File: src/design/exec_cfg_pkg.sv
// cluster sizing; num_lanes must be a power of two, the pipeline halves assume xlen = 2 * half_w
`default_nettype none

package exec_cfg_pkg;

  // datapath
  localparam int xlen   = 64;
  localparam int half_w = xlen / 2; // one pipeline half

  // lane array
  localparam int num_lanes = 4;
  localparam int lane_w    = $clog2(num_lanes);

  // operation tag travels untouched from issue to result
  localparam int tag_w = 8;

endpackage

`default_nettype wire

File: src/design/exec_types_pkg.sv
// operation and result formats; condition codes follow the ARM encoding, cond_nv never passes
`default_nettype none

package exec_types_pkg;
  import exec_cfg_pkg::*;

  typedef enum logic [2:0] {
    op_add,
    op_sub,
    op_and,
    op_or,
    op_xor,
    op_sxtb,
    op_sxth,
    op_sxtw
  } op_e;

  typedef enum logic [3:0] {
    cond_eq, cond_ne, cond_cs, cond_cc,
    cond_mi, cond_pl, cond_vs, cond_vc,
    cond_hi, cond_ls, cond_ge, cond_lt,
    cond_gt, cond_le, cond_al, cond_nv
  } cond_e;

  // value delivered when the condition fails
  typedef enum logic [1:0] {
    else_a,
    else_one,
    else_zero,
    else_ones
  } else_e;

  typedef struct packed {
    logic n;
    logic z;
    logic c;
    logic v;
  } flags_t;

  typedef struct packed {
    logic [tag_w-1:0] tag;
    op_e              opcode;
    cond_e            cond;
    else_e            else_sel;
    logic [xlen-1:0]  a;
    logic [xlen-1:0]  b;
    flags_t           flags_in; // tested by cond, passed through on a miss
  } exec_op_t;

  typedef struct packed {
    logic [tag_w-1:0] tag;
    logic [xlen-1:0]  value;
    flags_t           flags;
  } lane_res_t;

  typedef struct packed {
    logic [tag_w-1:0]  tag;
    logic [xlen-1:0]   value;
    flags_t            flags;
    logic [lane_w-1:0] lane; // lane that produced it
  } exec_res_t;

endpackage

`default_nettype wire

File: src/design/alu_lane.sv
// two-cycle lane, low half then high half; a new op may enter every cycle, there is no stall
`default_nettype none

module alu_lane (
  input  logic                      clk,
  input  logic                      rst,
  input  logic                      in_valid,
  input  exec_types_pkg::exec_op_t  in_op,
  output logic                      out_valid,
  output exec_types_pkg::lane_res_t out_res
);
  import exec_cfg_pkg::*;
  import exec_types_pkg::*;

  function automatic logic cond_true(cond_e cond, flags_t f);
    case (cond)
      cond_eq: return f.z;
      cond_ne: return !f.z;
      cond_cs: return f.c;
      cond_cc: return !f.c;
      cond_mi: return f.n;
      cond_pl: return !f.n;
      cond_vs: return f.v;
      cond_vc: return !f.v;
      cond_hi: return f.c && !f.z;
      cond_ls: return !f.c || f.z;
      cond_ge: return f.n == f.v;
      cond_lt: return f.n != f.v;
      cond_gt: return !f.z && (f.n == f.v);
      cond_le: return f.z || (f.n != f.v);
      cond_al: return 1'b1;
      default: return 1'b0; // nv
    endcase
  endfunction

  logic [half_w-1:0] a_lo, b_lo, b_lo_eff, lo_val;
  logic [half_w:0]   lo_sum;
  logic              is_sub, cond_ok;

  // stage 1: condition and low half
  always_comb begin
    a_lo     = in_op.a[half_w-1:0];
    b_lo     = in_op.b[half_w-1:0];
    is_sub   = (in_op.opcode == op_sub);
    cond_ok  = cond_true(in_op.cond, in_op.flags_in);
    b_lo_eff = is_sub ? ~b_lo : b_lo;
    lo_sum   = {1'b0, a_lo} + {1'b0, b_lo_eff} + {{half_w{1'b0}}, is_sub};
    case (in_op.opcode)
      op_add, op_sub: lo_val = lo_sum[half_w-1:0];
      op_and:         lo_val = a_lo & b_lo;
      op_or:          lo_val = a_lo | b_lo;
      op_xor:         lo_val = a_lo ^ b_lo;
      op_sxtb:        lo_val = {{(half_w-8){a_lo[7]}}, a_lo[7:0]};
      op_sxth:        lo_val = {{(half_w-16){a_lo[15]}}, a_lo[15:0]};
      default:        lo_val = a_lo; // sxtw keeps the word
    endcase
    if (!cond_ok) begin
      case (in_op.else_sel)
        else_a:    lo_val = a_lo;
        else_one:  lo_val = half_w'(1);
        else_zero: lo_val = '0;
        default:   lo_val = '1;
      endcase
    end
  end

  logic              s1_valid;
  logic              s1_cond_ok;
  logic              s1_carry;
  logic [tag_w-1:0]  s1_tag;
  op_e               s1_opcode;
  else_e             s1_else_sel;
  flags_t            s1_flags_in;
  logic [half_w-1:0] s1_lo, s1_a_hi, s1_b_hi;

  always_ff @(posedge clk) begin
    if (rst) begin
      s1_valid <= 1'b0;
    end else begin
      s1_valid <= in_valid;
    end
  end

  always_ff @(posedge clk) begin
    if (in_valid) begin
      s1_cond_ok  <= cond_ok;
      s1_carry    <= lo_sum[half_w];
      s1_tag      <= in_op.tag;
      s1_opcode   <= in_op.opcode;
      s1_else_sel <= in_op.else_sel;
      s1_flags_in <= in_op.flags_in;
      s1_lo       <= lo_val;
      s1_a_hi     <= in_op.a[xlen-1:half_w];
      s1_b_hi     <= in_op.b[xlen-1:half_w];
    end
  end

  logic [half_w-1:0] b_hi_eff, hi_val;
  logic [half_w:0]   hi_sum;
  logic              is_arith;
  logic [xlen-1:0]   value;
  flags_t            flags;

  // stage 2: high half and flags
  always_comb begin
    b_hi_eff = (s1_opcode == op_sub) ? ~s1_b_hi : s1_b_hi;
    hi_sum   = {1'b0, s1_a_hi} + {1'b0, b_hi_eff} + {{half_w{1'b0}}, s1_carry};
    is_arith = (s1_opcode == op_add) || (s1_opcode == op_sub);
    case (s1_opcode)
      op_add, op_sub: hi_val = hi_sum[half_w-1:0];
      op_and:         hi_val = s1_a_hi & s1_b_hi;
      op_or:          hi_val = s1_a_hi | s1_b_hi;
      op_xor:         hi_val = s1_a_hi ^ s1_b_hi;
      default:        hi_val = {half_w{s1_lo[half_w-1]}}; // sign fill from low half
    endcase
    if (!s1_cond_ok) begin
      case (s1_else_sel)
        else_a:  hi_val = s1_a_hi;
        else_ones: hi_val = '1;
        default: hi_val = '0; // one and zero
      endcase
    end
    value   = {hi_val, s1_lo};
    flags.n = value[xlen-1];
    flags.z = ~|value;
    flags.c = is_arith && hi_sum[half_w];
    // same operand signs, different result sign
    flags.v = is_arith && (s1_a_hi[half_w-1] == b_hi_eff[half_w-1])
              && (hi_sum[half_w-1] != s1_a_hi[half_w-1]);
    if (!s1_cond_ok) begin
      flags = s1_flags_in;
    end
  end

  always_ff @(posedge clk) begin
    if (rst) begin
      out_valid <= 1'b0;
    end else begin
      out_valid <= s1_valid;
    end
  end

  always_ff @(posedge clk) begin
    if (s1_valid) begin
      out_res.tag   <= s1_tag;
      out_res.value <= value;
      out_res.flags <= flags;
    end
  end

endmodule

`default_nettype wire

File: src/design/exec_cluster.sv
// fixed 3-cycle latency from issue to result, results in issue order, no back-pressure
`default_nettype none

module exec_cluster (
  input  logic                      clk,
  input  logic                      rst,
  input  logic                      issue_valid,
  input  exec_types_pkg::exec_op_t  issue_op,
  output logic                      res_valid,
  output exec_types_pkg::exec_res_t res
);
  import exec_cfg_pkg::*;
  import exec_types_pkg::*;

  logic [num_lanes-1:0] lane_valid;
  exec_op_t             lane_op;
  logic [num_lanes-1:0] out_valid;
  lane_res_t            out_res [num_lanes];

  issue_dispatch i_dispatch (
    .clk         (clk),
    .rst         (rst),
    .issue_valid (issue_valid),
    .issue_op    (issue_op),
    .lane_valid  (lane_valid),
    .lane_op     (lane_op)
  );

  for (genvar i = 0; i < num_lanes; i++) begin : g_lane
    alu_lane i_lane (
      .clk       (clk),
      .rst       (rst),
      .in_valid  (lane_valid[i]),
      .in_op     (lane_op),
      .out_valid (out_valid[i]),
      .out_res   (out_res[i])
    );
  end

  result_collect i_collect (
    .clk           (clk),
    .rst           (rst),
    .lane_valid_in (out_valid),
    .lane_res_in   (out_res),
    .res_valid     (res_valid),
    .res           (res)
  );

endmodule

`default_nettype wire

File: src/design/issue_dispatch.sv
// one operation per clock, no stall input; lanes are assumed free again after num_lanes cycles
`default_nettype none

module issue_dispatch (
  input  logic                                clk,
  input  logic                                rst,
  input  logic                                issue_valid,
  input  exec_types_pkg::exec_op_t            issue_op,
  output logic [exec_cfg_pkg::num_lanes-1:0]  lane_valid,
  output exec_types_pkg::exec_op_t            lane_op
);
  import exec_cfg_pkg::*;

  logic [lane_w-1:0] ptr; // next lane to receive work

  // strobe and round-robin pointer
  always_ff @(posedge clk) begin
    if (rst) begin
      lane_valid <= '0;
      ptr        <= '0;
    end else begin
      lane_valid <= '0;
      if (issue_valid) begin
        lane_valid[ptr] <= 1'b1;
        if (ptr == lane_w'(num_lanes - 1)) begin
          ptr <= '0;
        end else begin
          ptr <= ptr + 1'b1;
        end
      end
    end
  end

  // operation shared by all lanes, only the strobed one takes it
  always_ff @(posedge clk) begin
    if (issue_valid) begin
      lane_op <= issue_op;
    end
  end

endmodule

`default_nettype wire

File: src/design/result_collect.sv
// expects at most one lane valid per cycle; with several the highest lane wins
`default_nettype none

module result_collect (
  input  logic                                clk,
  input  logic                                rst,
  input  logic [exec_cfg_pkg::num_lanes-1:0]  lane_valid_in,
  input  exec_types_pkg::lane_res_t           lane_res_in [exec_cfg_pkg::num_lanes],
  output logic                                res_valid,
  output exec_types_pkg::exec_res_t           res
);
  import exec_cfg_pkg::*;

  logic [lane_w-1:0] sel; // encoded valid lane

  always_comb begin
    sel = '0;
    for (int i = 0; i < num_lanes; i++) begin
      if (lane_valid_in[i]) begin
        sel = lane_w'(i);
      end
    end
  end

  always_ff @(posedge clk) begin
    if (rst) begin
      res_valid <= 1'b0;
    end else begin
      res_valid <= |lane_valid_in; // one-cycle pulse per result
    end
  end

  always_ff @(posedge clk) begin
    if (|lane_valid_in) begin
      res.tag   <= lane_res_in[sel].tag;
      res.value <= lane_res_in[sel].value;
      res.flags <= lane_res_in[sel].flags;
      res.lane  <= sel;
    end
  end

endmodule

`default_nettype wire

File: config.mk
export PLATFORM = sky130hd
export DESIGN_NAME = exec_cluster
export DESIGN_NICKNAME = d
export VERILOG_FILES = /design/src/design/exec_cfg_pkg.sv /design/src/design/exec_types_pkg.sv /design/src/design/alu_lane.sv /design/src/design/exec_cluster.sv /design/src/design/issue_dispatch.sv /design/src/design/result_collect.sv
export SDC_FILE = /design/constraint.sdc
export NUM_CORES = 2
export LEC_CHECK = 0
export BUFFER_PORTS_ARGS = -buffer_cell sky130_fd_sc_hd__buf_2
export CAP_MARGIN = 25
export CORE_ASPECT_RATIO = 0.5
export CORE_UTILIZATION = 45
export DETAILED_ROUTE_END_ITERATION = 8
export GPL_ROUTABILITY_DRIVEN = 0
export PLACE_DENSITY_LB_ADDON = 0.08
export SLEW_MARGIN = 40
export SYNTH_ARGS = -nofsm -noshare
export SYNTH_HDL_FRONTEND = slang
export SYNTH_SLANG_ARGS = --single-unit
File: constraint.sdc
create_clock -name clk -period 12.3 [get_ports clk]
set_input_delay 2.46 -clock clk [delete_from_list [all_inputs] [get_ports clk]]
set_output_delay 2.46 -clock clk [all_outputs]
set_load 0.1 [all_outputs]
# == Yosys cells after proc, flatten, opt, wreduce, memory -nomap -nowiden ==
# Cells that the tools add are included.
# word_totals
regBits,1006
in_bits,152
word_cells,274
# op_classes
addsub,11
n_lt_le_gt_ge,3
eq_ne,53
muxes,34
bitwise_logic,22
n_reduce_logical,51
# ops
op,count
32-bit one-hot mux with 4 select lines,4
32-bit two-way mux,10
32-bit one-hot mux with 2 select lines,4
64-bit OR reduction,4
32-bit one-hot mux with 6 select lines,1
32-bit by 32-bit adder with 33-bit output,5
33-bit by 1-bit adder with 33-bit output,5
32-bit bitwise AND,5
32-bit inverter,5
32-bit OR,5
32-bit bitwise XOR,5
76-bit binary-select mux with 2-bit select,1
76-bit two-way mux,2
32-bit one-hot mux with 3 select lines,1
3-bit by 2-bit == test with 1-bit output (second input constant),10
4-bit == test (second input constant),7
3-bit == test (second input constant),7
4-bit by 3-bit == test with 1-bit output (second input constant),4
4-bit two-way mux,4
3-bit by 1-bit == test with 1-bit output (second input constant),5
1-bit logical AND,15
3-bit zero test,5
1-bit one-hot mux with 15 select lines,1
2-bit == test (second input constant),6
other kinds (20),53

# == Logic depth before layout (Yosys ltp) ==
# depth
depth_word,9
ltp_mapped,20
mapped_depth_nobuf,16

# == Modules after synthesis ==
# Synthesis repeated with hierarchy kept, for this count alone.
# unflattened
cells_unflattened,7032
hier_area_um2,70681.5
# by_module_without_submodules
module,n_inst,cells_per_inst,area_each_um2
alu_lane (g_lane[1].i_lane ...),2,1651,15546.2
alu_lane (g_lane[0].i_lane),1,1618,15412.3
alu_lane (g_lane[3].i_lane),1,1586,15285.9
issue_dispatch,1,170,4714.5
result_collect,1,356,4176.5

# == Least setup slack after synthesis ==
# OpenSTA, ideal clock, no wires.
# synth_timing
path_kind,register to register
from,register g_lane[1].i_lane.s1_opcode[1]
to,register g_lane[1].i_lane.out_res[2] (netlist name)
setup_ps,188
arrival_time_ps,5396
t_required_ps,12112
setup_slack_ps,6716
path_stages_with_launch,20
path_buffers,4
cell_sequence,edfxtp_1 clkbuf_1 buf_1 buf_1 nor3_1 clkbuf_1 xnor2_1 fa_1 fa_1 nor2b_1 o2111a_1 o31ai_2 o21ai_1 xor2_1 a2111o_1 or4_1 or4_1 nor4_1 nand4bb_1 o41ai_1
# synth_lines
item,line,text
start: declaration,alu_lane.sv:71,op_e s1_opcode;
start signal: assignment,alu_lane.sv:89,s1_opcode <= in_op.opcode;

==> flow_metrics.env <==
export IMPL_outcome="completed"
export IMPL_tightest_slew_ns=1.00
export IMPL_rows=91
export IMPL_fin_cells=7004
export IMPL_setup_tns_ns=0
export IMPL_synth_edf_count=991
export IMPL_cts_setup_buffers=0
export IMPL_antenna_found_initial=5
export IMPL_synthToLayoutAreaGrowth_pct=11.0
export IMPL_die_w_um=503
export IMPL_die_area_um2=127000
export IMPL_initial_utilization=0.456
export IMPL_final_cell_mix="edfxtp_1, ha_1, a21oi_1, nor2_1, inv_1"
export IMPL_powerDensity_nw_per_um2=128
export IMPL_hold_path_end="g_lane[1].i_lane.out_res[73]"
export IMPL_wire_per_inst_um=24.4
export IMPL_r2r_start="g_lane[2].i_lane.s1_opcode[0]"
export IMPL_nFillCells=11000
export IMPL_rsz0062_at_grt="false"
export IMPL_drv_slew=0
export IMPL_synth_nets=5759
export IMPL_max_freq_mhz=148
export IMPL_path_clk_slew_ns=0.06
export IMPL_clk_path_buf_depth=3
export IMPL_path_class="reg -> reg"
export IMPL_ant_nets=0
export IMPL_combPwrFrac=0.122
export IMPL_cp_arrival_ns=7.27
export IMPL_ys_ff_latch=1006
export IMPL_post_place_ws_ns=5.78
export IMPL_firstDrtPassIters=6
export IMPL_maxCapViolations=0
export IMPL_cp_common_cell="nor4_1"
export IMPL_layout_commonest_cell="edfxtp_1"
export IMPL_reg2reg_slack_ns=5.55
export IMPL_cp_top_family="simple AND/OR/NAND/NOR gates"
export IMPL_setup_ws_ns=5.55
export IMPL_pin_count=231
export IMPL_cts_tree="done"
export IMPL_grt_pass1_vias=40300
export IMPL_synth_async_reset_ratio=0
export IMPL_cts_sinks=1006
export IMPL_numCtsBuffers=94
export IMPL_nNetsFinal=5903
export IMPL_layout_drive_gt1_share=0.102
export IMPL_min_period_ns=6.75
export IMPL_cpMaxStageDelayCell="edfxtp_1"
export IMPL_power_mw=8.02
export IMPL_grt_pass1_wl_um=251000
export IMPL_setup_violations=0
export IMPL_drtIter0Drc=4349
export IMPL_holdCritPathClass="reg -> reg"
export IMPL_r2r_end="g_lane[2].i_lane.out_res[2]"
export IMPL_yosysWarnings=0
export IMPL_period_share=0.549
export IMPL_worstPathRequired_ns=12.82
export IMPL_grt_max_degree=79
export IMPL_synth_area_um2=56400
export IMPL_cp_max_fo=31
export IMPL_dp_cells=6829
export IMPL_via_per_inst=5.97
export IMPL_hold_path_depth=0
export IMPL_drt_total_wl_um=171000
export IMPL_drcViolationCount=0
export IMPL_n_antenna_cell=0
export IMPL_io_buffers=230
export IMPL_synth_seq_area_share=0.533
export IMPL_cpPeakStageDelay_ns=0.91
export IMPL_hold_viol=0
export IMPL_p_int_mw=5.89
export IMPL_dr_total_vias=41800
export IMPL_ff2ff_path_depth=17
export IMPL_synthFlopType="edfxtp_1"
export IMPL_synthesis_instances=5109
export IMPL_seq_power_share=0.506
export IMPL_cp_start_kind="flip-flop"
export IMPL_switching_share=0.266
export IMPL_clockPowerShare=0.372
export IMPL_track_usage=0.265
export IMPL_syn_area_per_cell_um2=11.0
export IMPL_cp_cell_sequence="inv_1 -> nor3_2 -> buf_4 -> xnor2_1 -> inv_1 -> fa_1 -> nor2b_1 -> nor4_1 -> o31a_1 -> or4_1 -> nor4_1 -> or4b_1 -> nor4_1 -> nand4b_1 -> nor4_1 -> nand4b_1 -> o32ai_1"
export IMPL_insertion_delay_ns=0.73
export IMPL_dieHeight_um=252
export IMPL_post_dp_hpwl_um=122000
export IMPL_vdd_drop_max_uv=112
export IMPL_finalClockSkew_ns=0.0366
export IMPL_switchingPower_mw=2.13
export IMPL_ctsHoldBuffers=0
export IMPL_endpoint_kind="flip-flop"
export IMPL_min_delay_start="g_lane[1].i_lane.s1_tag[5]"
export IMPL_cts_resized=0
export IMPL_htree_levels=3
export IMPL_p_leak_nw=23.9
export IMPL_core_area_um2=124000
export IMPL_cp_buffers_inverters=3
export IMPL_yosys_cell_types_count=91
export IMPL_cts_root_buf="clkbuf_16"
export IMPL_maxSlewHeadroom=0.330
export IMPL_grt_overflow_total=0
==> worst max path at each step <==
| stage | startpoint | to | slack [ns] | cells after the start |
|---|---|---|---|---|
| after floorplan | g_lane[1].i_lane.s1_opcode[1] | g_lane[1].i_lane.out_res[2] | 6.72 | 19 |
| after global placement | g_lane[1].i_lane.s1_opcode[0] | g_lane[1].i_lane.out_res[2] | 5.85 | 18 |
| after detailed placement | g_lane[1].i_lane.s1_opcode[0] | g_lane[1].i_lane.out_res[2] | 5.78 | 18 |
| after CTS | g_lane[1].i_lane.s1_opcode[0] | g_lane[1].i_lane.out_res[2] | 5.73 | 18 |
| after global routing | g_lane[1].i_lane.s1_opcode[0] | g_lane[1].i_lane.out_res[2] | 5.31 | 18 |
| final | g_lane[2].i_lane.s1_opcode[0] | g_lane[2].i_lane.out_res[2] | 5.55 | 17 |
==> power by group through the flow <==
stage                     registers [mW]  clock network [mW]  logic [mW]
after detailed placement            4.13                   0       0.960
after floorplan                     4.12                   0       0.606
after global routing                4.06                3.18        1.07
final                               4.06                2.99       0.977
after global placement              4.14                   0       0.930
after CTS                           4.06                3.06       0.965
==> area by class of cell <==
| type | instances | area, um^2 | share of cell area |
|---|---|---|---|
| inverters | 417 | 1570 | 0.0250 |
| clock inverters | 60 | 613 | 0.00979 |
| well taps | 1674 | 2090 | 0.0335 |
| repair buffers | 313 | 1880 | 0.0301 |
| flip-flops and latches | 1006 | 30100 | 0.481 |
| multi-input cells | 3421 | 23900 | 0.382 |
| clock buffers | 113 | 2470 | 0.0394 |
==> stage by stage <==
stage          cell area (um^2)  utilization  hold WS [ns]
4_1_cts                   62500        0.505         0.419
6_report                  62600        0.506         0.419
3_5_place_dp              59500        0.480         0.405
5_1_grt                   62600        0.506         0.421
2_1_floorplan             56400            -         0.400
3_3_place_gp              59300        0.479         0.400
==> cells in the mapped netlist, types with 27 or more instances <==
master    instances  area share
a211oi_1         34      0.0045
a21o_1           69      0.0092
a21oi_1         477       0.042
a22oi_1          58      0.0077
a31oi_1          36      0.0040
buf_1            38      0.0025
clkbuf_1        218       0.015
edfxtp_1        991        0.53
ha_1            489        0.11
inv_1           416       0.028
mux2i_1          30      0.0053
nand2_1         236       0.016
nand2b_1         44      0.0049
nand3_1          63      0.0056
nand4_1          38      0.0042
nor2_1          447       0.030
nor2b_1          46      0.0051
nor3_1           54      0.0048
nor4_1           42      0.0047
o211ai_1         44      0.0059
o21ai_0         339       0.030
o221ai_1         72       0.011
o22ai_1         109       0.012
o31ai_1          27      0.0036
xnor2_1         218       0.034
xor2_1           37      0.0057
==> sequential cells by signal (all words and copies together), names as in the netlist, 8 cells and up <==
| register | count |
|---|---|
| g_lane.i_lane.s1_else_sel | 8 |
| g_lane.i_lane.s1_lo | 128 |
| g_lane.i_lane.s1_tag | 32 |
| g_lane.i_lane.out_res | 304 |
| g_lane.i_lane.s1_a_hi | 128 |
| i_collect.res | 78 |
| g_lane.i_lane.s1_flags_in | 16 |
| g_lane.i_lane.s1_opcode | 12 |
| i_dispatch.lane_op | 149 |
| g_lane.i_lane.s1_b_hi | 128 |
==> metal layers <==
layer	part of all wire	wire, um	vias to the layer above	global-route usage
li1	-	-	19200	-
met1	0.43	73900	20400	0.364
met2	0.44	75400	1838	0.409
met3	0.081	13900	353	0.0535
met4	0.045	7650	0	0.114
met5	0	0	-	0
==> cell families (layout without fill, tap and decap cells) <==
kind of cell,count (synthesis),in the layout,share of synthesized area
simple gates,1132,1132,0.0958
compound gates,1495,1495,0.167
fa+ha+maj,499,499,0.112
buf+inv,682,903,0.0458
xor+xnor,255,255,0.0396
mux,40,40,0.00732
flops,1006,1006,0.533
No activity file was read; power rests on OpenSTA's default activity.
